`config.mk`:
```
export PLATFORM = sky130hd
export DESIGN_NAME = pe_lane
export DESIGN_NICKNAME = d
export VERILOG_FILES = /design/src/hw/tensor_pkg.sv /design/src/hw/pe_lane.sv
export SDC_FILE = /design/constraint.sdc
export NUM_CORES = 1
export LEC_CHECK = 0
export BUFFER_PORTS_ARGS = -buffer_cell sky130_fd_sc_hd__buf_2
export CAP_MARGIN = 20
export CORE_MARGIN = 2
export CORE_UTILIZATION = 45
export CTS_CLUSTER_SIZE = 12
export DETAILED_ROUTE_END_ITERATION = 12
export GPL_ROUTABILITY_DRIVEN = 1
export HOLD_SLACK_MARGIN = 0.02
export SETUP_SLACK_MARGIN = 0.02
export SYNTH_ARGS = -nofsm -noshare
export SYNTH_HDL_FRONTEND = slang
export SYNTH_SLANG_ARGS = --single-unit
```
`constraint.sdc`:
```
create_clock -name clk -period 15.85 [get_ports clk]
set_clock_uncertainty 0.2 [all_clocks]
set_input_delay 3.17 -clock clk [delete_from_list [all_inputs] [get_ports clk]]
set_output_delay 3.17 -clock clk [all_outputs]
set_load 0.01 [all_outputs]
```
`src/hw/tensor_pkg.sv`:
```
`default_nettype none

package tensor_pkg;

  // Value and lane geometry
  localparam int DATA_W     = 16;             // Sign plus Q1.14 magnitude
  localparam int LANES      = 8;
  localparam int BLOCK_W    = LANES * DATA_W; // 128
  localparam int ACC_W      = 32;
  localparam int FRAC_IN    = 14;
  localparam int ACC_FRAC   = 28;
  localparam int ACC_SHIFT  = ACC_FRAC - FRAC_IN; // Operand to accumulator alignment
  localparam int TAG_W      = 12;
  localparam int LANE_SEL_W = 3;

  // Result port credits
  localparam int RESULT_CREDITS = 2;
  localparam int CREDIT_W       = $clog2(RESULT_CREDITS + 1);

  typedef struct packed {
    logic              sign;
    logic [DATA_W-2:0] mag;  // Q1.14
  } fix_t;

  typedef logic signed [ACC_W-1:0] acc_t; // Two's complement, 28 fraction bits

  typedef logic [TAG_W-1:0] tag_t;

  typedef enum logic [1:0] {
    ALU_ADD = 2'd0,
    ALU_SUB = 2'd1,
    ALU_MUL = 2'd2
  } alu_op_t;

  typedef struct packed {
    alu_op_t op;
    logic    accumulate; // Add old accumulator to the result
    logic    emit;       // Return result block at job end
  } instr_t;

  // Lane 0 sits in the low bits
  typedef fix_t [LANES-1:0] block_t;

  typedef struct packed {
    logic   valid;
    tag_t   tag;
    block_t data;
  } bus_beat_t;

  typedef struct packed {
    tag_t                  tag_a;
    tag_t                  tag_b;
    tag_t                  stride_a;
    tag_t                  stride_b;
    tag_t                  iter_lim;
    instr_t                instr;
    logic                  scalar_en;
    logic [LANE_SEL_W-1:0] scalar_lane;
  } stripe_cfg_t;

endpackage

`default_nettype wire

```
`src/hw/pe_lane.sv`:
```
`timescale 1ns/1ps
`default_nettype none

module pe_lane (
  input  logic               clk,
  input  logic               rst_n,
  input  logic               step,
  input  logic               acc_clear,
  input  tensor_pkg::instr_t instr,
  input  tensor_pkg::fix_t   a,
  input  tensor_pkg::fix_t   b,
  output tensor_pkg::fix_t   q
);

  tensor_pkg::acc_t                   a_w;
  tensor_pkg::acc_t                   b_w;
  tensor_pkg::acc_t                   mul_w;
  tensor_pkg::acc_t                   op_res;
  tensor_pkg::acc_t                   acc_q;
  logic [2*(tensor_pkg::DATA_W-1)-1:0] prod; // 30 bits, already 28 fraction bits
  logic [tensor_pkg::ACC_W-1:0]       acc_abs;
  logic                               round_up;
  logic [tensor_pkg::ACC_W-tensor_pkg::ACC_SHIFT:0] rounded;
  logic [tensor_pkg::DATA_W-2:0]      mag_out;

  // Sign-magnitude to two's complement at accumulator scale
  function automatic tensor_pkg::acc_t widen(input tensor_pkg::fix_t v);
    tensor_pkg::acc_t m;
    m = tensor_pkg::acc_t'({v.mag, {tensor_pkg::ACC_SHIFT{1'b0}}});
    return v.sign ? -m : m;
  endfunction

  assign a_w = widen(a);
  assign b_w = widen(b);

  assign prod  = a.mag * b.mag;
  assign mul_w = (a.sign ^ b.sign) ? -tensor_pkg::acc_t'(prod) : tensor_pkg::acc_t'(prod);

  always_comb begin
    case (instr.op)
      tensor_pkg::ALU_ADD: op_res = a_w + b_w;
      tensor_pkg::ALU_SUB: op_res = a_w - b_w;
      tensor_pkg::ALU_MUL: op_res = mul_w;
      default:             op_res = '0;
    endcase
  end

  // Accumulator wraps at 32 bits
  always_ff @(posedge clk) begin
    if (!rst_n || acc_clear)
      acc_q <= '0;
    else if (step)
      acc_q <= instr.accumulate ? acc_q + op_res : op_res;
  end

  assign acc_abs = acc_q[tensor_pkg::ACC_W-1] ? -acc_q : acc_q;

  // Round to nearest, ties to even, at bit ACC_SHIFT
  assign round_up = acc_abs[tensor_pkg::ACC_SHIFT-1] &
                    ((|acc_abs[tensor_pkg::ACC_SHIFT-2:0]) | acc_abs[tensor_pkg::ACC_SHIFT]);

  assign rounded = {1'b0, acc_abs[tensor_pkg::ACC_W-1:tensor_pkg::ACC_SHIFT]} +
                   {{(tensor_pkg::ACC_W-tensor_pkg::ACC_SHIFT){1'b0}}, round_up};

  always_comb begin
    if (|rounded[tensor_pkg::ACC_W-tensor_pkg::ACC_SHIFT:tensor_pkg::DATA_W-1])
      mag_out = '1; // Saturate at 32767
    else
      mag_out = rounded[tensor_pkg::DATA_W-2:0];
  end

  // Negative values rounding to zero come out as plus zero
  assign q.sign = acc_q[tensor_pkg::ACC_W-1] & (|mag_out);
  assign q.mag  = mag_out;

endmodule

`default_nettype wire

```
==> summary.txt, run 1 <==
Floorplan
  – Die area: 33900 sq um
  – Die height: ~180 microns
  – Initial Util: between 40% and 50%
  – Die width: 184 microns
  – I/O Pins: 56
  – Site Rows: 65
  – Core ar.: between 30000 and 40000 sq um

Synth
  – #FFs+latches synth: 32
  – Yosys cell types: 89
  – Ranking of synthesized cells by area: fa_1 (23%), ha_1 (13%), inv_1 (6.0%)
  – Cells after synthesis: roughly 1.9k
  – Register area share after synthesis: 4.39%
  – Post-Syn Nets: approximately 2.3k
  – EDFF count, synth: 0
  – Synth warn: 0
  – Largest area contributor in the netlist: fa_1
  – Async SR Flop Fraction: 0%
  – Mapped Avg Cell Area: 7.65 sq um
  – Top cell type's share of synthesized area: 23.1%
  – Post-synthesis cell area: about 15000 sq um
  – Main flop type after synthesis: dfxtp_1

Clock tree
  – Post-CTS Resized: 0
  – Root Buffer: clkbuf_16
  – Max Buffers Root-to-Sink: 2
  – CTS buffer count: 5
  – Clock transition at the registers of the reported paths: about 0.050 ns
  – Worst-Skew Late Latency: approximately 0.28 ns
  – CTS Hold Buffers Added: 0
  – CTS tree: done
  – H-tree depth: 2
  – Clock sinks: 32
  – Post-CTS setup buffer count: 0

Run status
  – Status: complete, no violations

Global routing
  – Largest net degree at the start of global routing: 56
  – Grt ovf: 0
  – Antenna violations before repair: 1
  – First-pass GRT wire length: about 66000 microns
  – Tot GR Track Use: between 20% and 30%
  – Vias in the first global route: 13.3k

Setup path
  – Worst Path Required: between 15 and 20 ns
  – Endpoint class of the critical path: register
  – Worst Path Arrival: approximately 13 ns
  – Levels on crit path: 37
  – Crit path capture: acc_q[31]
  – CP Launch Type: primary input
  – Worst path max stage delay: just under 0.7 ns
  – Flop2flop setup slack: between 10 and 15 ns
  – Worst Reg2Reg Path Length in Cells: 12
  – Critical path buffer and inverter count: 8
  – Setup CP Type: primary input to register
  – Top delay family on crit path: adder cells
  – CP max FO: 20
  – Crit path launch: a[6]
  – R2r startpoint: acc_q[10]
  – RR Endpoint: acc_q[31]
  – Crit-path slowest cell: nor4b_2

STA
  – Final setup fails: 0
  – RSZ-0062 raised after global routing: no
  – Period utilisation layout: a little over four fifths
  – Max Fclk: approximately 0.076 GHz
  – Worst slew pin tran: 0.919 ns
  – Max Transition Viols Final: 0
  – Hold Vio Cnt, Final: 0
  – Slew HR: around two fifths
  – Setup_tns: 0 ns
  – Final Critical Period: 13.23 ns

Final layout
  – FF/Latch Area: approximately 640 sq um
  – Multi-input gate area: around 13000 sq um
  – Post-route cell area: ~15000 sq um
  – FILL cells: approximately 3.3k
  – Commonest non-fill, non-tap cell in the layout: inv_1
  – Final net count: roughly 2.2k
  – Largest Register: acc_q
  – Largest registers: acc_q (32)
  – Share of cells above drive strength 1: about 5.7%
  – Max reg flops: 32
  – Diode count: 0
  – Most frequent cells in the layout: inv_1 (233), nand2_1 (200), fa_1 (168), ha_1 (148), and2_1 (133)
  – Utilization after layout: 47.7%
  – Area delta synth->final: 3.84%

Detailed routing
  – Pre-Repair DR Iteration Count: 5
  – WL per Instance: about 17 microns
  – Via count: about 13k
  – DR DRC count: 0
  – Total Wirelength: ~39000 microns
  – Antenna Violating Nets Remaining: 0
  – Number of vias per cell: between 5 and 6
  – Initial DRC Count: just under 500

Placed design
  – Placed Area: 15000 sq um
  – Final GP Congestion: a little over 0.9
  – # port buffers: between 50 and 60
  – Hpwl dp: roughly 31000 microns

Worst hold path
  – Worst hold-check path type: register to register

Flow run
  – Max_cap viols: 0
==> final cells by class <==
class	count	share of cell area, %
timing repair buffer	60	2.08
multi-input combinational	1541	83.7
tap	402	3.32
sequential	32	4.23
clock buffer	5	0.826
inverter	235	5.83
==> routing by layer <==
metal	track usage (%)	share of wire [%]	up-vias
li1	-	-	6380
met1	30.8	46	6332
met2	43.4	49	223
met3	1.43	2.7	47
met4	5.28	1.8	2
met5	0	0.034	-
==> worst min-delay path by stage <==
stage | from | endpoint | slack (ns) | cells after the start
floorplan | acc_q[5] | acc_q[5] | 0.28 | 2
global placement | acc_q[10] | acc_q[10] | 0.29 | 2
detailed placement | acc_q[4] | acc_q[4] | 0.30 | 2
CTS | acc_q[4] | acc_q[4] | 0.31 | 2
global route | acc_q[10] | acc_q[10] | 0.32 | 2
finish | acc_q[4] | acc_q[4] | 0.31 | 2
==> worst min-delay path, stage by stage, from the launching register on <==
cell      delay, ns
dfxtp_1        0.32
nor2_1         0.09
a211oi_1       0.05
==> cell usage after synthesis, types with 6 or more instances <==
cell type	instances
nand3b_1	7
a21o_1	26
o41ai_1	6
fa_1	168
o22ai_1	15
a21oi_1	101
xnor2_1	85
xor2_1	49
nor4_1	11
and2_1	133
inv_1	233
nor2_1	120
or3_1	17
and3_1	14
a221oi_1	7
o21a_1	25
dfxtp_1	32
mux2i_1	10
nor2b_1	9
nor3b_1	9
nand4_1	10
o211ai_1	9
nand3_1	25
nor3_1	53
a211oi_1	19
a31oi_1	27
ha_1	148
nand2b_1	15
o21ai_0	84
nand2_1	200
or2_2	13
o21bai_1	9
clkbuf_1	90
o31ai_1	23
==> per-stage QoR <==
stage | setup WS [ns] | hold slack (ns) | std cells
after floorplan | 3.67 | 0.279 | 1907
after global placement | 2.50 | 0.294 | 2270
after detailed placement | 2.42 | 0.302 | 2270
after CTS | 2.67 | 0.307 | 2275
after global routing | 1.95 | 0.324 | 2275
final | 2.62 | 0.310 | 2275
==> logic make-up after synthesis <==
| family | synth area share, % |
|---|---|
| and+or+nand+nor | 22.6 |
| AOI/OAI and AO/OA | 19.5 |
| buffers and inverters | 8.70 |
| xor gates and xnor gates | 8.16 |
| DFF | 4.39 |
| muxes | 0.867 |
| adders and majority gates | 35.8 |
Power of run 1 is left out: the tool's default activity adds up to more than one toggle a clock period on the data nets, which glitch-free logic cannot reach.
==> inputs of run 2 (changes only) <==
--- a/config.mk
+++ b/config.mk
@@ -5,6 +5,7 @@
 export SDC_FILE = /design/constraint.sdc
 export NUM_CORES = 1
 export LEC_CHECK = 0
+export ABC_AREA = 1
 export BUFFER_PORTS_ARGS = -buffer_cell sky130_fd_sc_hd__buf_2
 export CAP_MARGIN = 20
 export CORE_MARGIN = 2
==> constraint.sdc (replaced) <==
create_clock -name clk -period 13.1 [get_ports clk]
set_clock_uncertainty 0.2 [all_clocks]
set_input_delay 2.62 -clock clk [delete_from_list [all_inputs] [get_ports clk]]
set_output_delay 2.62 -clock clk [all_outputs]
set_load 0.01 [all_outputs]
==> run 2 against run 1 <==
  * Sequential share of layout area fell by 0.31 points
  * Worst hold slack worse by 0.011 ns
  * Cell area grew 7.9%
  * Synthesized area up 7.8%
==> summary.txt, run 2 <==
Floorplan
  – I/O Pins: 56 (unchanged)
  – Site Rows: 68 (+4.6%)
  – Die area: 36400 sq um (+7.6%)
  – Die width: 191 microns (+3.7%)
  – Die height: 191 microns (+3.7%)
  – Core ar.: 34500 sq um (+8.6%)
  – Initial Util: 45.6% (-0.36 points)

Final layout
  – Diode count: 0 (unchanged)
  – Largest Register: acc_q
  – Share of cells above drive strength 1: 5.89% (+0.18 points)
  – Most frequent cells in the layout: nand2_1 (711), inv_1 (545), fa_1 (168), nor2_1 (165), ha_1 (148)
  – Max reg flops: 32 (unchanged)
  – Final net count: 2866 (+28%)
  – Area delta synth->final: 3.94%
  – Largest registers: acc_q (32)
  – Commonest non-fill, non-tap cell in the layout: nand2_1

Setup path
  – Flop2flop setup slack: 9.96 ns (-1.92 ns)
  – Critical path buffer and inverter count: 11 (+3)
  – Cell mode on critical path: inv_1
  – Worst Reg2Reg Path Length in Cells: 19 (+7)
  – Worst Path Arrival: 10.91 ns (-2.24 ns)
  – Endpoint class of the critical path: register
  – Setup CP Type: primary input to register
  – CP Launch Type: primary input
  – Worst path max stage delay: 0.55 ns (-0.13 ns)
  – RR Endpoint: acc_q[22]
  – Worst Path Required: 13.12 ns (-2.65 ns)
  – CP max FO: 16 (-20%)
  – Top delay family on crit path: adder cells
  – Crit-path slowest cell: fa_1
  – R2r startpoint: acc_q[0]

Global routing
  – Largest net degree at the start of global routing: 36 (-36%)
  – Vias in the first global route: 15.2k (+14%)
  – First-pass GRT wire length: 76000 microns (+15%)
  – Tot GR Track Use: 26.0% (+2.2 points)
  – Antenna violations before repair: 0 (-1)
  – Grt ovf: 0 (unchanged)

STA
  – Setup_tns: 0 ns (unchanged)
  – Max Fclk: 0.0918 GHz
  – Max Transition Viols Final: 0 (unchanged)
  – Final setup fails: 0 (unchanged)
  – Hold Vio Cnt, Final: 0 (unchanged)
  – Worst slew pin tran: 1.09 ns (+0.166 ns)
  – Final worst slack: 2.21 ns (-0.407 ns)
  – Period utilisation layout: between 80 and 90%
  – RSZ-0062 raised after global routing: no
  – Final Critical Period: ~11 ns
  – Slew HR: 27.6% (-11 points)

Synth
  – Post-Syn Nets: 2890 (+28%)
  – Mapped Avg Cell Area: 6.20 sq um (-19%)
  – Main flop type after synthesis: dfxtp_1
  – Library cell with the highest instance count after synthesis: nand2_1
  – Post-synthesis cell area: 15700 sq um (+7.8%)
  – Ranking of synthesized cells by area: fa_1 (21%), nand2_1 (17%), inv_1 (13%)
  – Top cell type's share of synthesized area: 21.4% (-1.7 points)
  – #FFs+latches synth: 32 (unchanged)
  – Largest area contributor in the netlist: fa_1
  – Synth warn: 0 (unchanged)
  – Cells after synthesis: 2534 (+33%)
  – Synth top cells by count: nand2_1 (711), inv_1 (545), fa_1 (168)
  – Async SR Flop Fraction: 0% (unchanged)
  – EDFF count, synth: 0 (unchanged)
  – Yosys cell types: 53 (-40%)
  – Register area share after synthesis: 4.08% (-0.32 points)

Clock tree
  – CTS tree: done
  – Post-CTS Resized: 0 (unchanged)
  – CTS Hold Buffers Added: 0 (unchanged)
  – Max Buffers Root-to-Sink: 2 (unchanged)
  – Clock transition at the registers of the reported paths: 0.06 ns (about the same)
  – Post-CTS setup buffer count: 0 (unchanged)
  – CTS buffer count: 5 (unchanged)
  – Clock sinks: 32 (unchanged)
  – Root Buffer: clkbuf_16
  – H-tree depth: 2 (unchanged)
  – Worst-Skew Late Latency: 0.29 ns (about the same)

Placed design
  – Pre-CTS setup slack: 2.04 ns (-0.377 ns)
  – Final GP Congestion: 0.930 (+2.7%)
  – # port buffers: 54 (unchanged)
  – Hpwl dp: 37500 microns (+22%)

Detailed routing
  – WL per Instance: 15.4 microns (-9.4%)
  – Total Wirelength: 45600 microns (+18%)
  – DR DRC count: 0 (unchanged)
  – Pre-Repair DR Iteration Count: 5 (unchanged)
  – Number of vias per cell: 5.19 (-9.1%)
  – Via count: 15.4k (+18%)
  – Antenna Violating Nets Remaining: 0 (unchanged)
  – Initial DRC Count: 885 (+80%)

Worst hold path
  – Worst hold path depth: 2 (unchanged)
  – Hold Crit Start: acc_q[6]
  – Hold EP: acc_q[6]
  – Worst hold-check path type: register to register

Run status
  – Status: complete, no violations

Flow run
  – Max_cap viols: 0 (unchanged)
-- run 2: cell count changes in the layout (fill, tap and decap cells not counted), moves of 45 or more --
| cell | previous run | this run |
|---|---|---|
| inv_1 | 233 | 545 |
| xnor2_1 | 85 | 19 |
| nand3_1 | 25 | 142 |
| nor2_1 | 120 | 165 |
| a21oi_1 | 101 | 146 |
| and2_1 | 133 | 3 |
| nand2_1 | 200 | 711 |
-- run 2: worst register-to-register path: cells and delay by family (launching register included) --
| kind | cells | cell delay (ns) |
|---|---|---|
| compound gates | 4 | 0.64 |
| fa+ha+maj | 2 | 0.55 |
| buf+inv | 3 | 0.23 |
| flops | 1 | 0.36 |
| simple gates | 10 | 1.09 |
-- run 2: kinds of logic (layout without fill, tap and decap cells) --
kind of cell | after synthesis | after routing | synth area share [%]
xor gates and xnor gates | 76 | 76 | 4.50
DFF | 32 | 32 | 4.08
AOI/OAI and AO/OA | 314 | 314 | 11.1
and+or+nand+nor | 1153 | 1153 | 31.4
buffers and inverters | 643 | 620 | 15.8
adders and majority gates | 316 | 316 | 33.2
-- run 2: metal layers --
| layer | share of wire (%) | wire (microns) | track usage (%) | up-vias |
|---|---|---|---|---|
| li1 | - | - | - | 7712 |
| met2 | 47 | 21300 | 44.6 | 364 |
| met1 | 46 | 21200 | 35.7 | 7266 |
| met5 | 0 | 0 | 0 | - |
| met4 | 1.2 | 562 | 3.91 | 0 |
| met3 | 5.8 | 2630 | 3.03 | 42 |
-- run 2: stage by stage --
stage	area [sq um]	util (%)	hold WS [ns]	instances
2_1_floorplan	15700	-	0.263	2534
3_3_place_gp	16200	47.0	0.288	2958
3_5_place_dp	16200	47.0	0.291	2958
4_1_cts	16300	47.4	0.299	2966
5_1_grt	16300	47.4	0.315	2966
6_report	16300	47.4	0.299	2966
-- run 2: final cells by class --
type	count	area [sq um]
multi-input cells	1859	12600
repair buffers	58	300
inverters	554	2080
flip-flops and latches	32	641
clock buffers	8	146
well taps	455	569
fillers	3749	18100
-- run 2: how the worst max path moves through the flow --
stage                      from         to  slack (ns)  cells past startpoint
after detailed placement  b[13]  acc_q[29]        2.04                     34
after global routing      b[13]  acc_q[30]        1.60                     39
after floorplan           b[13]  acc_q[29]        3.09                     38
after global placement     a[8]  acc_q[29]        2.04                     36
final                      a[5]  acc_q[30]        2.21                     41
after CTS                  a[8]  acc_q[29]        2.32                     36
Power of run 2 is left out for the same reason.
