===== config.mk =====
export PLATFORM = sky130hd
export DESIGN_NAME = operand_block_regs
export DESIGN_NICKNAME = d
export VERILOG_FILES = /design/src/hw/tensor_pkg.sv /design/src/hw/operand_block_regs.sv
export SDC_FILE = /design/constraint.sdc
export NUM_CORES = 1
export LEC_CHECK = 0
export ABC_AREA = 1
export BUFFER_PORTS_ARGS = -buffer_cell sky130_fd_sc_hd__buf_2
export CAP_MARGIN = 30
export CORE_AREA = 2 2 212 214
export CTS_CLUSTER_SIZE = 14
export DETAILED_ROUTE_END_ITERATION = 7
export DIE_AREA = 0 0 214 216
export PLACE_DENSITY = 0.59
export SETUP_SLACK_MARGIN = 0.1
export SLEW_MARGIN = 20
export SYNTH_ARGS = -nofsm -noshare
export SYNTH_HDL_FRONTEND = slang
export SYNTH_SLANG_ARGS = --single-unit

===== constraint.sdc =====
create_clock -name clk -period 0.8 [get_ports clk]
set_clock_uncertainty 0.05 [all_clocks]
set_input_delay 0.04 -clock clk [delete_from_list [all_inputs] [get_ports clk]]
set_output_delay 0.04 -clock clk [all_outputs]
set_load 0.05 [all_outputs]

===== src/hw/tensor_pkg.sv =====
`default_nettype none

package tensor_pkg;

  // Value and lane geometry
  localparam int DATA_W     = 16;             // Sign plus Q1.14 magnitude
  localparam int LANES      = 8;
  localparam int BLOCK_W    = LANES * DATA_W; // 128
  localparam int ACC_W      = 32;
  localparam int FRAC_IN    = 14;
  localparam int ACC_FRAC   = 28;
  localparam int ACC_SHIFT  = ACC_FRAC - FRAC_IN; // Operand to accumulator alignment
  localparam int TAG_W      = 12;
  localparam int LANE_SEL_W = 3;

  // Result port credits
  localparam int RESULT_CREDITS = 2;
  localparam int CREDIT_W       = $clog2(RESULT_CREDITS + 1);

  typedef struct packed {
    logic              sign;
    logic [DATA_W-2:0] mag;  // Q1.14
  } fix_t;

  typedef logic signed [ACC_W-1:0] acc_t; // Two's complement, 28 fraction bits

  typedef logic [TAG_W-1:0] tag_t;

  typedef enum logic [1:0] {
    ALU_ADD = 2'd0,
    ALU_SUB = 2'd1,
    ALU_MUL = 2'd2
  } alu_op_t;

  typedef struct packed {
    alu_op_t op;
    logic    accumulate; // Add old accumulator to the result
    logic    emit;       // Return result block at job end
  } instr_t;

  // Lane 0 sits in the low bits
  typedef fix_t [LANES-1:0] block_t;

  typedef struct packed {
    logic   valid;
    tag_t   tag;
    block_t data;
  } bus_beat_t;

  typedef struct packed {
    tag_t                  tag_a;
    tag_t                  tag_b;
    tag_t                  stride_a;
    tag_t                  stride_b;
    tag_t                  iter_lim;
    instr_t                instr;
    logic                  scalar_en;
    logic [LANE_SEL_W-1:0] scalar_lane;
  } stripe_cfg_t;

endpackage

`default_nettype wire


===== src/hw/operand_block_regs.sv =====
`timescale 1ns/1ps
`default_nettype none

module operand_block_regs (
  input  logic                              clk,
  input  logic                              rst_n,
  input  tensor_pkg::bus_beat_t             bus_0,
  input  tensor_pkg::bus_beat_t             bus_1,
  input  logic                              load_a,
  input  logic                              load_b,
  input  logic                              swap_a,
  input  logic                              swap_b,
  input  logic                              clear_blocks,
  input  logic                              scalar_en,
  input  logic [tensor_pkg::LANE_SEL_W-1:0] scalar_lane,
  output tensor_pkg::block_t                lane_a,
  output tensor_pkg::block_t                lane_b
);

  tensor_pkg::block_t blk_a_q;
  tensor_pkg::block_t blk_b_q;
  tensor_pkg::block_t src_a;
  tensor_pkg::block_t src_b;
  tensor_pkg::fix_t   scalar_val;

  // A normally rides bus 0, B rides bus 1
  assign src_a = swap_a ? bus_1.data : bus_0.data;
  assign src_b = swap_b ? bus_0.data : bus_1.data;

  always_ff @(posedge clk) begin
    if (!rst_n || clear_blocks) begin
      blk_a_q <= '0;
      blk_b_q <= '0;
    end else begin
      if (load_a)
        blk_a_q <= src_a;
      if (load_b)
        blk_b_q <= src_b;
    end
  end

  assign scalar_val = blk_a_q[scalar_lane];

  // Broadcast one A value to every lane when requested
  always_comb begin
    for (int i = 0; i < tensor_pkg::LANES; i++) begin
      lane_a[i] = scalar_en ? scalar_val : blk_a_q[i];
    end
  end

  assign lane_b = blk_b_q;

endmodule

`default_nettype wire


==> results of run 1 <==
[synth_stat cells]
| master | instances |
|---|---|
| inv_2 | 3 |
| nand3_4 | 13 |
| inv_1 | 356 |
| nor2_2 | 1 |
| buf_4 | 9 |
| nand3_2 | 28 |
| buf_1 | 8 |
| buf_2 | 136 |
| nand2_1 | 928 |
| clkbuf_1 | 17 |
| dfxtp_1 | 256 |
| o211ai_1 | 256 |
| buf_6 | 9 |
| nand3_1 | 311 |
[final cells by class]
cell class / instances / area (um^2)
clock buffers: 48 / 930
repair buffers: 1096 / 11100
flip-flops and latches: 256 / 5430
multi-input cells: 1537 / 8880
inverters: 359 / 1360
clock inverters: 7 / 95.1
diodes: 5 / 12.5
well taps: 592 / 741
fillers: 3361 / 15300
[through the flow]
stage,setup WS (ns),util,power (uW)
after global routing,-1.22,0.650,45600
after global placement,-0.851,0.473,25500
after detailed placement,-0.869,0.473,25600
after CTS,-1.18,0.625,43100
final,-1.15,0.650,44200
after floorplan,-0.328,-,20800
[worst reg2reg max path, cell delays in order, from the launching register on]
cell      delay [ns]
dfxtp_2         0.33
buf_4           0.13
buf_4           0.13
o211ai_1        0.19
inv_1           0.07
[sequential cells by signal (all words and copies together) (netlist names)]
| register | flops |
|---|---|
| blk_a_q | 128 |
| lane_b | 128 |
[path summary, 6_finish.rpt]
kind | end | start
min reg2reg | lane_b[97] | lane_b[97]
max reg2reg | lane_b[75] | lane_b[75]
min | lane_b[30] | clear_blocks
max | lane_a[12] | blk_a_q[108]
[kinds of logic (layout without fill, tap and decap cells)]
logic type,Yosys count,after routing,share of synthesized area
buf+inv,538,1510,0.154
flops,256,256,0.344
simple gates,1281,1281,0.373
other cells,0,5,0
compound gates,256,256,0.129
[metal layers]
metal / share of wire / wire (um)
met2: 0.46 / 37800
met4: 0.068 / 5510
met1: 0.38 / 30700
met3: 0.092 / 7520
met5: 0.00028 / 23
[power by group]
| part | leakage, uW | internal [uW] | switching, uW |
|---|---|---|---|
| logic | 0.0121 | 6630 | 9030 |
| registers | 0.00219 | 13400 | 490 |
| clock network | 0.000502 | 8570 | 6030 |
[what timing repair did]
action	in CTS	in global routing
gates resized for setup	916	262
pin swaps	63	63
endpoints found under the hold margin	256	17
endpoints found under the setup margin	391	512
buffers inserted	34	38
==> qor.yml, run 1 <==
status: "finished with violations"
violations: "hold timing, setup timing"
ant_nets: 0
fin_ws_ns: -1.15
yosys-top-cells-area: "dfxtp_1 34%, nand2_1 23%, o211ai_1 13%"
clkSinkCount: 256
synth_top_area_cell: "dfxtp_1"
via_count: 20746
path_cells: "inv_2 -> nand2_2 -> nand3_2 -> nand3_4 -> nand3_4 -> buf_6 -> nand2_4 -> buf_12"
ctsHoldBuffers: 257
antenna_found_initial: 7
cp-start-kind: "flop"
vias_per_cell: 5.32
finalHoldViolCount: 14
reg2reg_depth: 4
grt_pass1_vias: 20806
tightest_slew_ns: 0.446
use_met1: 0.392
gr-total-overflow: 0
ys_seq_elements: 256
ys_seq_area_frac: 0.344
r2r_setup_slack_ns: -0.21
start_util: 0.340
cts.path.max_buffers: 3
die_h_um: 216
synth.avg_cell_area_um2: 6.39
grt_pass1_wl_mm: 121
max_slew_margin: 0.703
synthesis.nets: 2624
worstPathMaxFanout: 6
layout_min_cycle_time_ns: 1.95
wirelength_mm: 81.6
drt_iter0_drc: 2226
grtUsageTotal: 0.331
irDropWorstVdd_mv: 1.75
drv_slew: 0
fin_nets: 3574
hold_ws_ns: -0.0821
cts_max_level: 1
netlist_instances: 2331
crit_arrival_ns: 1.86
fin_cells: 3900
slowest_delay_ns: 0.34
wl_per_cell_um: 20.9
cts-buffers-inserted: 31
yosysTopAreaCellShare: 0.344
cap_violations: 0
grt_max_degree: 69
drive_gt1_frac: 0.427
ys_types: 14
holdPathStages: 5
rsz0062_at_grt: "true"
powerDensity_mw_per_mm2: 1550
max_freq_mhz: 512
finalSetupTns_ns: -186.12
dp_cells: 3518
die_x_um: 214
crit_type: "flop to output port"
dr.pass1.iters: 6
core_area_mm2: 0.0438
final_cell_area_mm2: 0.0285
cts_tree: "yes"
crit_top_cell: "nand3_4"
pin_count: 549
worst-path-stages: 8
layout_common_cells: "773 x nand2_1, 311 x inv_1, 262 x nand3_1, 262 x buf_2"
final_common_cell: "nand2_1"
clkTransAtPathRegs_ns: 0.06
gp_congestion: 0.890
critPathCaptureType: "output port"
grt_busiest_layer: "met2"
met3_usage: 0.0864
synth_area_mm2: 0.0149
cp_top_family: "simple AND/OR/NAND/NOR gates"
drcViolationCount: 0
grt.met2_usage: 0.546
portBuffers: 522
placed_area_mm2: 0.0208
leakage_uw: 0.0148
yosysWarningCount: 0
dieArea_mm2: 0.0462
period_share: 2.44
cp_slowest_cell: "dfxtp_2"
rows: 77
clock-root-buffer: "clkbuf_16"
setup_viol: 410
hold_path_class: "input pin to flop"
worst_ep_required_time_ns: 0.71
cp.buffers_inverters: 3
dp_hpwl_mm: 50.9
clkLatencyLatePin_ns: 0.58
area_delta_synth_final_pct: 91.4
Note: power is estimated with default switching activity, not from simulation.
==> run 2: changes to the inputs <==
==> constraint.sdc (replaced) <==
create_clock -name clk -period 0.8 [get_ports clk]
set_clock_uncertainty 0.05 [all_clocks]
set_input_delay 0.08 -clock clk [delete_from_list [all_inputs] [get_ports clk]]
set_output_delay 0.08 -clock clk [all_outputs]
set_load 0.05 [all_outputs]
==> run 2 against run 1 <==
Net effect: the run still ends with hold timing, setup timing left; non-clock buffer count shrank 22; routed wire length shrank 3.2%; final cell count shrank 0.51%; global-route usage shrank 0.073 points; combinational power is essentially flat; sequential power is essentially flat; maximum frequency grew 1.1%; critical path depth is the same.
==> qor.yml, run 2 (same netlist as run 1, synthesis figures left out) <==
status: "finished with violations"
violations: "hold timing, setup timing"
grt_pass1_vias: 20752
via_count: 20239
share_seq_of_total_power: 0.309
setup_viol: 345
grt_max_degree: 62
grtUsageTotal: 0.330
vias_per_cell: 5.22
crit_top_cell: "nand2_2"
final_cell_area_mm2: 0.0296
portBuffers: 522
worst_ep_required_time_ns: 0.67
layout_min_cycle_time_ns: 1.93
powerDensity_mw_per_mm2: 1500
max_slew_margin: 0.746
core_area_mm2: 0.0438
fin_ws_ns: -1.13
gp_congestion: 0.904
r2r-end: "blk_a_q[21]"
worstPathMaxFanout: 4
cp_slowest_cell: "dfxtp_4"
path_cells: "nand2_2 -> nand2_2 -> nand2_2 -> nand3_4 -> nand3_4 -> buf_12 -> nand2_4 -> buf_8"
slowest_delay_ns: 0.37
r2r_start: "blk_a_q[21]"
drive_gt1_frac: 0.444
r2r_setup_slack_ns: -0.24
fin_nets: 3552
fin_cells: 3880
dp_hpwl_mm: 53.5
crit_arrival_ns: 1.80
dp_cells: 3531
start_util: 0.340
area_delta_synth_final_pct: 98.8
hold_path_class: "input pin to flop"
wl_per_cell_um: 20.3
drv_slew: 0
holdPathStages: 5
finalHoldViolCount: 11
pin_count: 549
ant_nets: 0
dieArea_mm2: 0.0462
drt_iter0_drc: 1849
pwr-share-comb: 0.359
max_freq_mhz: 517
p_sw_frac: 0.351
crit_type: "flop to output port"
leakage_uw: 0.0149
irDropWorstVdd_mv: 1.51
drcViolationCount: 0
ctsHoldBuffers: 257
cp-start-kind: "flop"
min_to: "lane_b[62]"
placed_area_mm2: 0.0222
dr.pass1.iters: 6
rsz0062_at_grt: "true"
rows: 77
switchingPower_uw: 15500
die_x_um: 214
cp.buffers_inverters: 2
cts-buffers-inserted: 31
finalSetupTns_ns: -189.74
final_common_cell: "nand2_1"
reg2reg_depth: 5
cts_tree: "yes"
cts_max_level: 1
cp_top_family: "simple AND/OR/NAND/NOR gates"
hold_ws_ns: -0.0671
place_ws_ns: -0.839
tightest_slew_ns: 0.381
cap_violations: 0
antenna_found_initial: 3
layout_common_cells: "721 x nand2_1, 304 x inv_1, 280 x nand3_1"
cts.path.max_buffers: 3
min_from: "clear_blocks"
total_power_uw: 44300
clock-root-buffer: "clkbuf_16"
gr-total-overflow: 0
die_h_um: 216
clkSinkCount: 256
clkTransAtPathRegs_ns: 0.06
period_share: 2.42
pwr-share-clk: 0.332
grt_pass1_wl_mm: 120
internal_power_uw: 28700
critPathCaptureType: "output port"
clkLatencyLatePin_ns: 0.57
wirelength_mm: 78.9
-- run 2: cell types whose count changed in the layout (fill, tap and decap cells not counted), moves of 30 or more --
cell     delta
buf_4     -150
nand2_1    -52
dfxtp_2   -105
buf_6     +113
dfxtp_4   +130
nand2_2    +30
-- run 2: worst max-delay path by stage --
stage | cells past startpoint | slack [ns] | end | start
2_1_floorplan | 7 | -0.35 | lane_a[13] | scalar_lane[1]
3_3_place_gp | 11 | -0.83 | lane_a[120] | scalar_lane[0]
3_5_place_dp | 11 | -0.84 | lane_a[5] | scalar_lane[0]
4_1_cts | 8 | -1.13 | lane_a[85] | blk_a_q[21]
5_1_grt | 8 | -1.18 | lane_a[37] | blk_a_q[21]
6_report | 8 | -1.13 | lane_a[85] | blk_a_q[21]
-- run 2: timing repair --
item / in CTS / in global routing
endpoints found under the setup margin: 468 / 512
pin swaps: 158 / 136
setup buffers: 24 / 40
gates cloned: 0 / 0
hold endpoints to repair: 256 / 11
resized for setup: 924 / 142
-- run 2: cell type report --
type / instances / area [um^2]
diodes: 5 / 12.5
clock buffers: 40 / 850
clock inverters: 17 / 185
fillers: 3308 / 14200
inverters: 359 / 1390
multi-input cells: 1537 / 9150
flip-flops and latches: 256 / 5780
well taps: 592 / 741
repair buffers: 1074 / 11500
-- run 2: power by group through the flow --
stage	Sequential (uW)	Combinational, uW	Clock [uW]
floorplan	14700	6730	0
global placement	13700	12200	0
detailed placement	13700	12300	0
CTS	13700	15300	15000
global route	13700	16700	15400
finish	13700	15900	14700
-- run 2: tightest hold or removal path, delay by kind of cell --
kind	cells	cell delay (ns)
AO/OA/AOI/OAI	1	0.09
buffers and inverters	3	0.29
AND/OR/NAND/NOR	1	0.05
-- run 2: metal layers --
metal  global-route usage  part of all wire  vias up
met5                    0                 0        -
met4                0.184             0.060        0
met3               0.0695             0.079      305
met2                0.559              0.48     1204
met1                0.388              0.38     9463
li1                     -                 -     9267
-- run 2: metrics by stage --
step / utilization / hold slack [ns]
after global routing: 0.675 / -0.0480
after detailed placement: 0.506 / 0.378
final: 0.675 / -0.0671
after CTS: 0.661 / -0.0923
after global placement: 0.506 / 0.365
after floorplan: - / 0.256
==> run 3: changes to the inputs <==
Settings changed: CORE_AREA 2 2 212 214 to 2 2 214 216, DIE_AREA 0 0 214 216 to 0 0 216 218, PLACE_DENSITY 0.59 to 0.58.
==> run 3 against run 2 <==
Net effect: the run still ends with hold timing, setup timing left; clock-buffer cell count is 14 higher; die area rose by 1.9%; core utilization decreased by 0.28 points; final cell count increased by 0.85%; critical path depth is the same; setup slack improved by 0.080 ns; cell area rose by 2.0%; sequential cell count unchanged.
==> qor.yml, run 3 (same netlist as run 1, synthesis figures left out) <==
vias_per_cell: 5.20
period_share: 2.32
ant_nets: 0
crit_arrival_ns: 1.72
drive_gt1_frac: 0.459
rsz0062_at_grt: "true"
worstPathMaxFanout: 7
switchingPower_uw: 15900
cts-buffers-inserted: 35
portBuffers: 522
worst_ep_required_time_ns: 0.67
critPathCaptureType: "output port"
ctsHoldBuffers: 257
cts_max_level: 2
place_ws_ns: -0.885
finalHoldViolCount: 9
pin_count: 549
die_x_um: 216
start_util: 0.332
final_common_cell: "nand2_1"
dr.pass1.iters: 6
cap_violations: 0
irDropWorstVdd_mv: 1.65
drv_slew: 0
p_sw_frac: 0.352
fin_cells: 3913
dieArea_mm2: 0.0471
status: "finished with violations"
antenna_found_initial: 1
core_area_mm2: 0.0449
slowest_delay_ns: 0.34
rows: 78
via_count: 20348
violations: "hold timing, setup timing"
crit_top_cell: "nand3_4"
hold_ws_ns: -0.0361
layout_min_cycle_time_ns: 1.85
cp_slowest_cell: "dfxtp_2"
wirelength_mm: 79.8
cp-start-kind: "flop"
share_seq_of_total_power: 0.303
drt_iter0_drc: 2101
r2r_setup_slack_ns: -0.22
cts_tree: "yes"
utilization: 0.672
area_delta_synth_final_pct: 103
setup_viol: 386
wl_per_cell_um: 20.4
leakage_uw: 0.0151
pwr-share-comb: 0.359
powerDensity_mw_per_mm2: 1500
clkLatencyLatePin_ns: 0.55
grt_max_degree: 68
clkTransAtPathRegs_ns: 0.06
grtUsageTotal: 0.325
dp_hpwl_mm: 54.2
tightest_slew_ns: 0.390
die_h_um: 218
crit_type: "flop to output port"
fin_ws_ns: -1.05
layout_common_cells: "702 x nand2_1, 296 x inv_1, 265 x nand3_1"
dp_cells: 3554
gr-total-overflow: 0
grt_pass1_wl_mm: 119
path_cells: "inv_1 -> nand2_1 -> nand3_4 -> nand3_4 -> nand3_4 -> buf_12 -> nand2_4 -> buf_8"
max_freq_mhz: 540
grt_pass1_vias: 20255
cts.path.max_buffers: 3
clock-root-buffer: "clkbuf_16"
pwr-share-clk: 0.339
max_slew_margin: 0.740
hold_path_class: "input pin to flop"
drcViolationCount: 0
clkSinkCount: 256
fin_nets: 3579
internal_power_uw: 29300
gp_congestion: 0.887
-- run 3: worst paths after layout --
kind / start / to / depth (start not counted)
hold / removal: clear_blocks / blk_a_q[77] / 5
setup reg to reg: blk_a_q[13] / blk_a_q[13] / 5
setup / recovery: blk_a_q[69] / lane_a[85] / 8
hold reg to reg: lane_b[68] / lane_b[68] / 2
-- run 3: power groups by stage --
stage          combinational (uW)  clock [uW]  sequential [uW]
2_1_floorplan                6730           0            14700
3_3_place_gp                12400           0            13800
3_5_place_dp                12500           0            13800
4_1_cts                     15500       15700            13600
5_1_grt                     17000       16100            13700
6_report                    16200       15300            13700
-- run 3: repair_timing --
item                       4_1_cts  5_1_grt
pin swaps                      117      184
hold endpoints to repair       256        6
buffers inserted                38       38
resized for setup              888      221
cloned                           0        0
setup endpoints to repair      450      512
-- run 3: through the flow --
stage	instance area [um^2]	hold slack [ns]	power, uW	TNS [ns]
floorplan	17300	0.256	21400	-41.36
global placement	22400	0.361	26200	-166.79
detailed placement	22400	0.378	26300	-172.04
CTS	29300	-0.0674	44800	-186.19
global route	30200	-0.0406	46800	-197.50
finish	30200	-0.0361	45300	-180.27
-- run 3: layer usage --
metal	track usage	part of all wire	wire (um)	vias to the layer above
met4	0.158	0.051	4030	0
met1	0.391	0.39	31100	9560
met2	0.557	0.49	39100	1155
met3	0.0604	0.070	5550	293
li1	-	-	-	9340
met5	0	0	0	-
-- run 3: final cells by class --
cell class | count | area [um^2]
Tap cell | 600 | 751
Clock buffer | 54 | 1020
Inverter | 359 | 1380
Antenna cell | 2 | 5.00
Clock inverter | 8 | 71.3
Fill cell | 3467 | 14700
Timing Repair Buffer | 1097 | 11800
Sequential cell | 256 | 5790
Multi-Input combinational cell | 1537 | 9370
-- run 3: worst max-delay path, delay by kind of cell, from the launching register on --
family | cells | cell delay [ns]
simple gates | 5 | 0.45
flops | 1 | 0.34
buf+inv | 3 | 0.38
