**config.mk**
```make
export PLATFORM = sky130hd
export DESIGN_NAME = stripe_sequencer
export DESIGN_NICKNAME = d
export VERILOG_FILES = /design/src/hw/tensor_pkg.sv /design/src/hw/stripe_sequencer.sv
export SDC_FILE = /design/constraint.sdc
export NUM_CORES = 1
export LEC_CHECK = 0
export ABC_AREA = 1
export ABC_CLOCK_PERIOD_IN_PS = 4700
export BUFFER_PORTS_ARGS = -buffer_cell sky130_fd_sc_hd__buf_2
export CORE_AREA = 3 3 142 144
export DETAILED_ROUTE_END_ITERATION = 6
export DIE_AREA = 0 0 145 147
export GPL_TIMING_DRIVEN = 1
export SETUP_SLACK_MARGIN = 0.3
export SKIP_LAST_GASP = 1
export SLEW_MARGIN = 0
export SYNTH_ARGS = -nofsm -noshare
export SYNTH_HDL_FRONTEND = slang
export SYNTH_SLANG_ARGS = --single-unit
```
**constraint.sdc**
```tcl
create_clock -name clk -period 4.7 [get_ports clk]
set_input_delay 0.47 -clock clk [delete_from_list [all_inputs] [get_ports clk]]
set_output_delay 0.47 -clock clk [all_outputs]
set_load 0.005 [all_outputs]
```
**src/hw/tensor_pkg.sv**
```systemverilog
`default_nettype none

package tensor_pkg;

  // Value and lane geometry
  localparam int DATA_W     = 16;             // Sign plus Q1.14 magnitude
  localparam int LANES      = 8;
  localparam int BLOCK_W    = LANES * DATA_W; // 128
  localparam int ACC_W      = 32;
  localparam int FRAC_IN    = 14;
  localparam int ACC_FRAC   = 28;
  localparam int ACC_SHIFT  = ACC_FRAC - FRAC_IN; // Operand to accumulator alignment
  localparam int TAG_W      = 12;
  localparam int LANE_SEL_W = 3;

  // Result port credits
  localparam int RESULT_CREDITS = 2;
  localparam int CREDIT_W       = $clog2(RESULT_CREDITS + 1);

  typedef struct packed {
    logic              sign;
    logic [DATA_W-2:0] mag;  // Q1.14
  } fix_t;

  typedef logic signed [ACC_W-1:0] acc_t; // Two's complement, 28 fraction bits

  typedef logic [TAG_W-1:0] tag_t;

  typedef enum logic [1:0] {
    ALU_ADD = 2'd0,
    ALU_SUB = 2'd1,
    ALU_MUL = 2'd2
  } alu_op_t;

  typedef struct packed {
    alu_op_t op;
    logic    accumulate; // Add old accumulator to the result
    logic    emit;       // Return result block at job end
  } instr_t;

  // Lane 0 sits in the low bits
  typedef fix_t [LANES-1:0] block_t;

  typedef struct packed {
    logic   valid;
    tag_t   tag;
    block_t data;
  } bus_beat_t;

  typedef struct packed {
    tag_t                  tag_a;
    tag_t                  tag_b;
    tag_t                  stride_a;
    tag_t                  stride_b;
    tag_t                  iter_lim;
    instr_t                instr;
    logic                  scalar_en;
    logic [LANE_SEL_W-1:0] scalar_lane;
  } stripe_cfg_t;

endpackage

`default_nettype wire

```
**src/hw/stripe_sequencer.sv**
```systemverilog
`timescale 1ns/1ps
`default_nettype none

module stripe_sequencer (
  input  logic                              clk,
  input  logic                              rst_n,
  input  tensor_pkg::stripe_cfg_t           cfg,
  input  logic                              cfg_valid,
  input  tensor_pkg::bus_beat_t             bus_0,
  input  tensor_pkg::bus_beat_t             bus_1,
  input  logic                              tx_busy,
  output logic                              cfg_ready,
  output logic                              load_a,
  output logic                              load_b,
  output logic                              swap_a,
  output logic                              swap_b,
  output logic                              clear_blocks,
  output logic                              step,
  output logic                              acc_clear,
  output logic                              finish,
  output tensor_pkg::instr_t                instr,
  output logic                              scalar_en,
  output logic [tensor_pkg::LANE_SEL_W-1:0] scalar_lane
);

  logic             busy_q;
  logic             have_a_q;
  logic             have_b_q;
  tensor_pkg::tag_t tag_a_q;
  tensor_pkg::tag_t tag_b_q;
  tensor_pkg::tag_t stride_a_q;
  tensor_pkg::tag_t stride_b_q;
  tensor_pkg::tag_t iter_lim_q;
  tensor_pkg::tag_t iter_cnt_q;
  tensor_pkg::tag_t iter_nxt;
  logic             accept;
  logic             active;
  logic             done;
  logic             last_step;
  logic             hit_a0;
  logic             hit_a1;
  logic             hit_b0;
  logic             hit_b1;

  assign cfg_ready    = ~busy_q & ~tx_busy; // Sender backlog also blocks new jobs
  assign accept       = cfg_valid & cfg_ready;
  assign clear_blocks = accept;
  assign acc_clear    = accept;

  // Either bus may carry either operand
  assign hit_a0 = bus_0.valid && (bus_0.tag == tag_a_q);
  assign hit_a1 = bus_1.valid && (bus_1.tag == tag_a_q);
  assign hit_b0 = bus_0.valid && (bus_0.tag == tag_b_q);
  assign hit_b1 = bus_1.valid && (bus_1.tag == tag_b_q);

  assign active = busy_q && (iter_cnt_q < iter_lim_q);

  assign load_a = active & ~have_a_q & (hit_a0 | hit_a1);
  assign swap_a = ~hit_a0 & hit_a1; // Home bus wins on a double hit
  assign load_b = active & ~have_b_q & (hit_b0 | hit_b1);
  assign swap_b = ~hit_b1 & hit_b0;

  assign step      = active & have_a_q & have_b_q & ~tx_busy;
  assign iter_nxt  = iter_cnt_q + 1'b1;
  assign last_step = step && (iter_nxt == iter_lim_q);
  assign done      = busy_q && (iter_cnt_q == iter_lim_q); // Also true at once for zero iterations
  assign finish    = done & instr.emit;

  // Job registers, loaded once per job
  always_ff @(posedge clk) begin
    if (accept) begin
      stride_a_q  <= cfg.stride_a;
      stride_b_q  <= cfg.stride_b;
      iter_lim_q  <= cfg.iter_lim;
      instr       <= cfg.instr;
      scalar_en   <= cfg.scalar_en;
      scalar_lane <= cfg.scalar_lane;
    end
  end

  // Current tags walk by their strides
  always_ff @(posedge clk) begin
    if (accept) begin
      tag_a_q <= cfg.tag_a;
      tag_b_q <= cfg.tag_b;
    end else if (step) begin
      tag_a_q <= tag_a_q + stride_a_q;
      tag_b_q <= tag_b_q + stride_b_q;
    end
  end

  always_ff @(posedge clk) begin
    if (!rst_n) begin
      busy_q     <= 1'b0;
      have_a_q   <= 1'b0;
      have_b_q   <= 1'b0;
      iter_cnt_q <= '0;
    end else if (accept) begin
      busy_q     <= 1'b1;
      have_a_q   <= 1'b0;
      have_b_q   <= 1'b0;
      iter_cnt_q <= '0;
    end else begin
      if (load_a)
        have_a_q <= 1'b1;
      if (load_b)
        have_b_q <= 1'b1;
      if (step) begin
        have_a_q   <= 1'b0; // Both flags set here, so no load this cycle
        have_b_q   <= 1'b0;
        iter_cnt_q <= iter_nxt;
      end
      // Emit jobs hand over to the sender one cycle after the last step
      if (done || (last_step && !instr.emit))
        busy_q <= 1'b0;
    end
  end

endmodule

`default_nettype wire

```
==> impl_results.md, run 1 <==
- Outcome: finished clean
- Number of warning messages in the yosys log: 0
- Combined global-route utilization of all metal layers: 0.142
- Multi-input combinational cell area: about 2600 um2
- Sw Share: 0.253
- Share of power burned in combinational logic: 0.159
- Number of DRC markers after the initial detailed-route iteration: 328
- Critical path type: reg -> out
- Vias: 4,633
- Net switching power: between 0.4 and 0.5 mW
- Rows: 50
- CORE AREA: between 15,000 and 20,000 um2
- Final core utilization: 0.343
- Placement-stage worst setup slack: between 1.5 and 2 ns
- Max rail drop VDD: about 0.00023 V
- Final Total Pwr: about 1.9 mW
- Most common cell after layout, fill and taps aside: nand2_1
- Top cell type by total area after synthesis: edfxtp_1
- Detail Route Antenna Nets: 0
- CP Max Fanout: 15
- DRC Markers: 0
- Category of cells accounting for the largest share of critical-path delay: simple AND/OR/NAND/NOR gates
- Count of buffers from port buffering: between 100 and 150
- First-pass iteration count of the detailed router: 5
- Area Growth Syn to Fin: 22.2%
- CTS Sinks: 83
- # hold bufs at CTS: 0
- Synth top area cells: edfxtp_1, nand2_1, ha_1
- Buffers from clock root to sink, at most: 2
- Critical path destination: step
- Slew at the pin with the worst max-slew slack: 0.742 ns
- Mapped Cells: between 600 and 700
- Leakage power summed over all cells: between 2 and 3 nW
- Final design instance area without fill: roughly 6500 um2
- Wire length reported by the detailed router: roughly 15,000 um
- Clock share of power: 0.387
- Number of logic stages on the critical path including buffering: 8
- Timing-limited maximum frequency: 363 MHz
- Hold Crit Class: in -> reg
- Clock Skews: about 0.0068 ns
- Kind of start point of the critical path: register
- Critical path data required time: about 4.2 ns
- Cells along the critical path: inv_1 > ha_1 > nand4_1 > nor2_1 > nand2_1 > nand4_2 > inv_2 > buf_2
- Setup Buffers After CTS: 0
- Sequential-to-total area share from yosys stat: 0.443
- Post-Route Setup TNS: 0 ns
- Count of distinct cell types in the synthesized netlist: ~40
- Die Outline Area: around 21,000 um2
- Global placer's final weighted congestion: about 0.9
- Diodes inserted: 0
- Vias in the first global route: between 4,000 and 5,000
- Vias per Instance: 4.59
- Slowest-stage cell, CP: edfxtp_1
- Max_slew headroom: 0.503
- Number of flops mapped to enable cells by yosys: 68
- Origin of the worst setup path: iter_lim_q[11]
- Sequential cell area: 2340 um2
- Time the final worst path needs with I/O delays and setup: between 2 and 3 ns
- Total Nets Final: 1,136
- Share of synthesized flip-flops with an asynchronous set or reset: 0
- Effective utilization at floorplan: 0.281
- # fillers: between 1,500 and 2,000
- Total cell area at the placement stage: 6150 um2
- Number of buffers created by CTS: 9
- Antenna violations before repair: 1
- Final Slew Violations: 0
- Fraction of synthesized cell area taken by the top area cell type: 0.386
- Post-detailed-placement half-perimeter wirelength: approximately 12,000 um
- Period utilisation layout: 0.587
- Buffer and inverter count on the worst path: 3
- Number of max-capacitance violations reported: 0
- Horizontal die dimension: roughly 150 um
- Per-instance average area after synthesis: around 8.5 um2
- Number of cell instances on the worst register-to-register path: 8
- Root Driver: clkbuf_16
- Boundary Pins: between 300 and 400
- Clock insertion delay at the later pin of the skew report: roughly 0.34 ns
- Total power density per cell area: a little under 300 nW/um2
- Wire length of the first global-routing pass: between 20,000 and 25,000 um
- Worst setup EP type: output port
- Seq cells post-synth: 83
- Final worst setup slack: 1.94 ns
- Worst reg2reg path startpoint: iter_lim_q[11]
- Worst stage delay on the critical path: around 0.35 ns
- Worst hold-check slack: 0.301 ns
- Sequential fraction of design power: 0.454
- Clock-pin slew reported for the worst setup and hold paths after clock tree synthesis: 0.06 ns
- Leading register cell type out of synthesis: edfxtp_1
- Wire length per cell after detailed routing: around 15 um
- Post-layout instance count excluding filler cells: roughly 1,000
- Post-Synthesis Cell Area: around 5300 um2
- Fin. Hold Viols: 0
- H-tree depth: 3
- Number of cells in the design after placement: about 1,000
- Reg-to-reg setup timing slack: 2.12 ns
- Startpoint of the lowest-slack hold path: cfg[22]
- Aggregate global routing overflow: 0
- Endpoint of the worst register-to-register path: tag_b_q[0]
- Largest net degree at the start of global routing: 63
- Die height: between 100 and 150 um
- Setup-failing EPs final: 0
- Synth Net Count: about 1,000
- CTS tree: built
- Resized cells post-CTS: 0
- Arrival time of the worst setup path: 2.29 ns
- Unrepaired setup endpoints after global routing: no
- Internal power consumption: between 1 and 1.5 mW
- Fraction of layout cells with a size suffix above 1: 0.205
- Top library cells by usage in the layout, fill and taps aside: nand2_1, buf_2, inv_1
worst min-delay path by stage:
stage | to | depth (start not counted)
floorplan | have_a_q | 2
global placement | have_a_q | 2
detailed placement | have_a_q | 2
CTS | stride_b_q[2] | 1
global route | stride_b_q[10] | 1
finish | stride_b_q[2] | 1
registers in the layout, indices dropped and copies added, names as in the netlist:
register / count
busy_q: 1
have_a_q: 1
have_b_q: 1
instr: 4
iter_cnt_q: 12
iter_lim_q: 12
scalar_en: 1
scalar_lane: 3
stride_a_q: 12
stride_b_q: 12
tag_a_q: 12
tag_b_q: 12
routing by layer:
| layer | global-route usage | vias to the layer above | part of all wire |
|---|---|---|---|
| met2 | 0.216 | 152 | 0.43 |
| met3 | 0.0281 | 22 | 0.060 |
| met4 | 0.0518 | 2 | 0.022 |
| li1 | - | 2370 | - |
| met5 | 0 | - | 0.00047 |
| met1 | 0.201 | 2087 | 0.48 |
power groups by stage:
stage	logic (mW)	registers (mW)	clock network, mW
after global routing	0.350	0.878	0.804
after detailed placement	0.306	0.891	0
after floorplan	0.203	0.878	0
final	0.307	0.875	0.747
after global placement	0.302	0.890	0
after CTS	0.308	0.875	0.767
worst register-to-register path, delay by kind of cell, from the launching register on:
family	cells	cell delay [ns]
AND/OR/NAND/NOR	5	1.16
buffers and inverters	2	0.47
flip-flops	1	0.35
adder cells (fa/ha/maj)	1	0.27
synth_stat cells (all sizes together), types with 6 or more instances:
library cell  count
o21ai            42
xnor2            18
inv              84
o22ai            10
edfxtp           68
dfxtp            15
nand2           157
nand3            36
nor3             10
ha               35
xor2             16
buf               6
nand4            11
a21oi            39
nor2             47
cell families (layout without fill, tap and decap cells):
group / Yosys count / count (layout) / share of synthesized area
simple gates: 268 / 268 / 0.219
buf+inv: 92 / 216 / 0.0688
flops: 83 / 83 / 0.443
compound gates: 111 / 111 / 0.118
fa+ha+maj: 37 / 37 / 0.0903
xor+xnor: 35 / 35 / 0.0605
layout make-up:
| type | count | area share |
|---|---|---|
| Sequential cell | 83 | 0.362 |
| Timing Repair Buffer | 116 | 0.0905 |
| Tap cell | 260 | 0.0503 |
| Clock inverter | 4 | 0.0118 |
| Multi-Input combinational cell | 451 | 0.400 |
| Inverter | 84 | 0.0488 |
| Clock buffer | 12 | 0.0366 |
Note: power is estimated with default switching activity, not from simulation.
==> inputs of run 2 (changes only) <==
Settings changed: ABC_AREA 1 to 0, ABC_CLOCK_PERIOD_IN_PS 4700 to 2590, CORE_AREA 3 3 142 144 to 3 3 141 143, DIE_AREA 0 0 145 147 to 0 0 144 146.
Clock period 4.7 ns to 2.59 ns, I/O delays scaled along.
==> run 2 against run 1 <==
Sequential cell count stayed put. Utilization is 2.4 points higher. Clock-buffer cell count is 3 lower. Largest cell class unchanged. First-iteration DRC count is 48% lower. Critical path type unchanged.
==> impl_results.md, run 2 <==
- Outcome: finished clean
- Share of synthesized flip-flops with an asynchronous set or reset: 0
- Max rail drop VDD: between 0.0003 and 0.0004 V
- Number of warning messages in the yosys log: 0
- Top library cells by usage in the layout, fill and taps aside: buf_2, edfxtp_1, xnor2_1
- # fillers: about 1,900
- Total power density per cell area: between 500 and 600 nW/um2
- First-pass iteration count of the detailed router: 4
- Worst setup EP type: output port
- Clock insertion delay at the later pin of the skew report: 0.36 ns
- Clock share of power: 0.360
- Reg-to-reg setup timing slack: approximately 0.28 ns
- Clock Skews: 0.0114 ns
- Rows: 50
- Wire length per cell after detailed routing: 15.9 um
- Mapped Cells: ~510
- Total Nets Final: between 1,000 and 1,500
- Post-Route Setup TNS: 0 ns
- Net switching power: between 0.9 and 1 mW
- Final core utilization: 0.367
- Critical path data required time: 2.33 ns
- Commonest cells in the netlist: edfxtp_1, xnor2_1, a21oi_1
- Wire length reported by the detailed router: about 14,000 um
- Placement-stage worst setup slack: 0.149 ns
- Endpoint of the worst register-to-register path: iter_cnt_q[9]
- Number of flops mapped to enable cells by yosys: 68
- Boundary Pins: 371
- Final Slew Violations: 0
- CTS tree: built
- Origin of the worst setup path: iter_lim_q[5]
- Critical path destination: load_a
- Most frequent cell after synthesis: edfxtp_1
- Kind of start point of the critical path: register
- Horizontal die dimension: ~140 um
- Detail Route Antenna Nets: 0
- Die Outline Area: ~21,000 um2
- Vias per Instance: around 4.9
- Share of power burned in combinational logic: 0.188
- Critical path type: reg -> out
- Synth top area cells: edfxtp_1, ha_1, xnor2_1
- Worst hold-check slack: ~0.074 ns
- Fraction of synthesized cell area taken by the top area cell type: 0.390
- Internal power consumption: 2.52 mW
- Worst reg2reg path startpoint: iter_lim_q[5]
- Unrepaired setup endpoints after global routing: yes
- Count of distinct cell types in the synthesized netlist: 50
- Count of buffers from port buffering: ~110
- Largest net degree at the start of global routing: a little over 60
- Final Total Pwr: 3.51 mW
- H-tree depth: 3
- Sequential fraction of design power: 0.453
- Time the final worst path needs with I/O delays and setup: ~2.5 ns
- Fin. Hold Viols: 0
- Top cell type by total area after synthesis: edfxtp_1
- Per-instance average area after synthesis: 10.2 um2
- Most common cell after layout, fill and taps aside: buf_2
- Root Driver: clkbuf_16
- Sw Share: 0.281
- Multi-input combinational cell area: roughly 3000 um2
- Vias in the first global route: approximately 4,400
- Global placer's final weighted congestion: roughly 0.84
- Buffers from clock root to sink, at most: 2
- Leakage power summed over all cells: between 2 and 3 nW
- Hold Crit Class: in -> reg
- Antenna violations before repair: 9
- DRC Markers: 0
- Effective utilization at floorplan: 0.280
- Period utilisation layout: 0.971
- Timing-limited maximum frequency: roughly 400 MHz
- Clock-pin slew reported for the worst setup and hold paths after clock tree synthesis: ~0.07 ns
- Sequential-to-total area share from yosys stat: 0.448
- Arrival time of the worst setup path: 2.25 ns
- Area Growth Syn to Fin: 31.3%
- Synth Net Count: roughly 910
- Vias: between 4,000 and 5,000
- CORE AREA: between 15,000 and 20,000 um2
- Post-Synthesis Cell Area: ~5200 um2
- Number of DRC markers after the initial detailed-route iteration: approximately 170
- Seq cells post-synth: between 80 and 90
- Sequential cell area: approximately 2300 um2
- Combined global-route utilization of all metal layers: 0.138
- CTS Sinks: 83
- Aggregate global routing overflow: 0
- Post-detailed-placement half-perimeter wirelength: ~11,000 um
- Number of max-capacitance violations reported: 0
- Final worst setup slack: ~0.076 ns
- Number of buffers created by CTS: 9
- Max_slew headroom: 0.660
- # hold bufs at CTS: 0
- Setup-failing EPs final: 0
- Slew at the pin with the worst max-slew slack: slightly above 0.5 ns
- Fraction of layout cells with a size suffix above 1: 0.333
- Leading register cell type out of synthesis: edfxtp_1
- Wire length of the first global-routing pass: 22,700 um
- CP Max Fanout: 2
- Number of cell instances on the worst register-to-register path: 9
- Die height: around 150 um
run 2: through the flow:
step	instances	area [um2]
finish	909	6870
global route	909	6870
CTS	895	6650
detailed placement	866	6170
floorplan	514	5230
global placement	866	6170
run 2: worst min path at each step:
stage / cells past startpoint / slack, ns / from / endpoint
finish: 1 / 0.07 / cfg[28] / stride_b_q[8]
global route: 1 / 0.06 / cfg[5] / instr[1]
CTS: 1 / 0.06 / cfg[3] / scalar_en
detailed placement: 1 / 0.44 / cfg[1] / scalar_lane[1]
global placement: 1 / 0.44 / cfg[0] / scalar_lane[0]
floorplan: 0 / 0.36 / cfg[4] / instr[0]
run 2: critical path: stages (launching register included):
cell and delay (ns):
edfxtp_1 0.38, inv_1 0.06, ha_1 0.28, and3_4 0.18
nand4_1 0.19, a21o_1 0.25, and3_4 0.18, o21a_1 0.12
nor2b_4 0.14, buf_2 0.12
run 2: power by group through the flow:
stage | sequential, mW | combinational [mW] | clock [mW]
after floorplan | 1.60 | 0.388 | 0
after global placement | 1.62 | 0.570 | 0
after detailed placement | 1.62 | 0.579 | 0
after CTS | 1.59 | 0.612 | 1.29
after global routing | 1.60 | 0.735 | 1.35
final | 1.59 | 0.658 | 1.26
run 2: layout make-up:
class                      instances  share of cell area
clock buffer                       9              0.0328
timing repair buffer             156               0.134
antenna                            2            0.000729
multi-input combinational        391               0.424
inverter                          27              0.0153
clock inverter                     7             0.00856
sequential                        83               0.341
tap                              234              0.0426
run 2: logic make-up (layout without fill, tap and decap cells):
group | count (synthesis) | in the layout | share of synthesized area
buf+inv | 40 | 199 | 0.0376
fa+ha+maj | 37 | 37 | 0.0914
compound gates | 117 | 117 | 0.134
other cells | 0 | 2 | 0
xor+xnor | 77 | 77 | 0.129
flops | 83 | 83 | 0.448
mux | 2 | 2 | 0.00383
simple gates | 158 | 158 | 0.156
run 2: timing repair:
action                     in CTS  in global routing
setup endpoints to repair      19                 26
pin swaps                       6                 13
gates resized for setup        21                 32
setup buffers                  13                 12
run 2: routing by layer:
layer | wire length (um) | part of all wire | track usage
met5 | 70 | 0.0048 | 0
met4 | 237 | 0.016 | 0.0400
met3 | 1180 | 0.081 | 0.0559
met2 | 6780 | 0.47 | 0.219
met1 | 6230 | 0.43 | 0.173
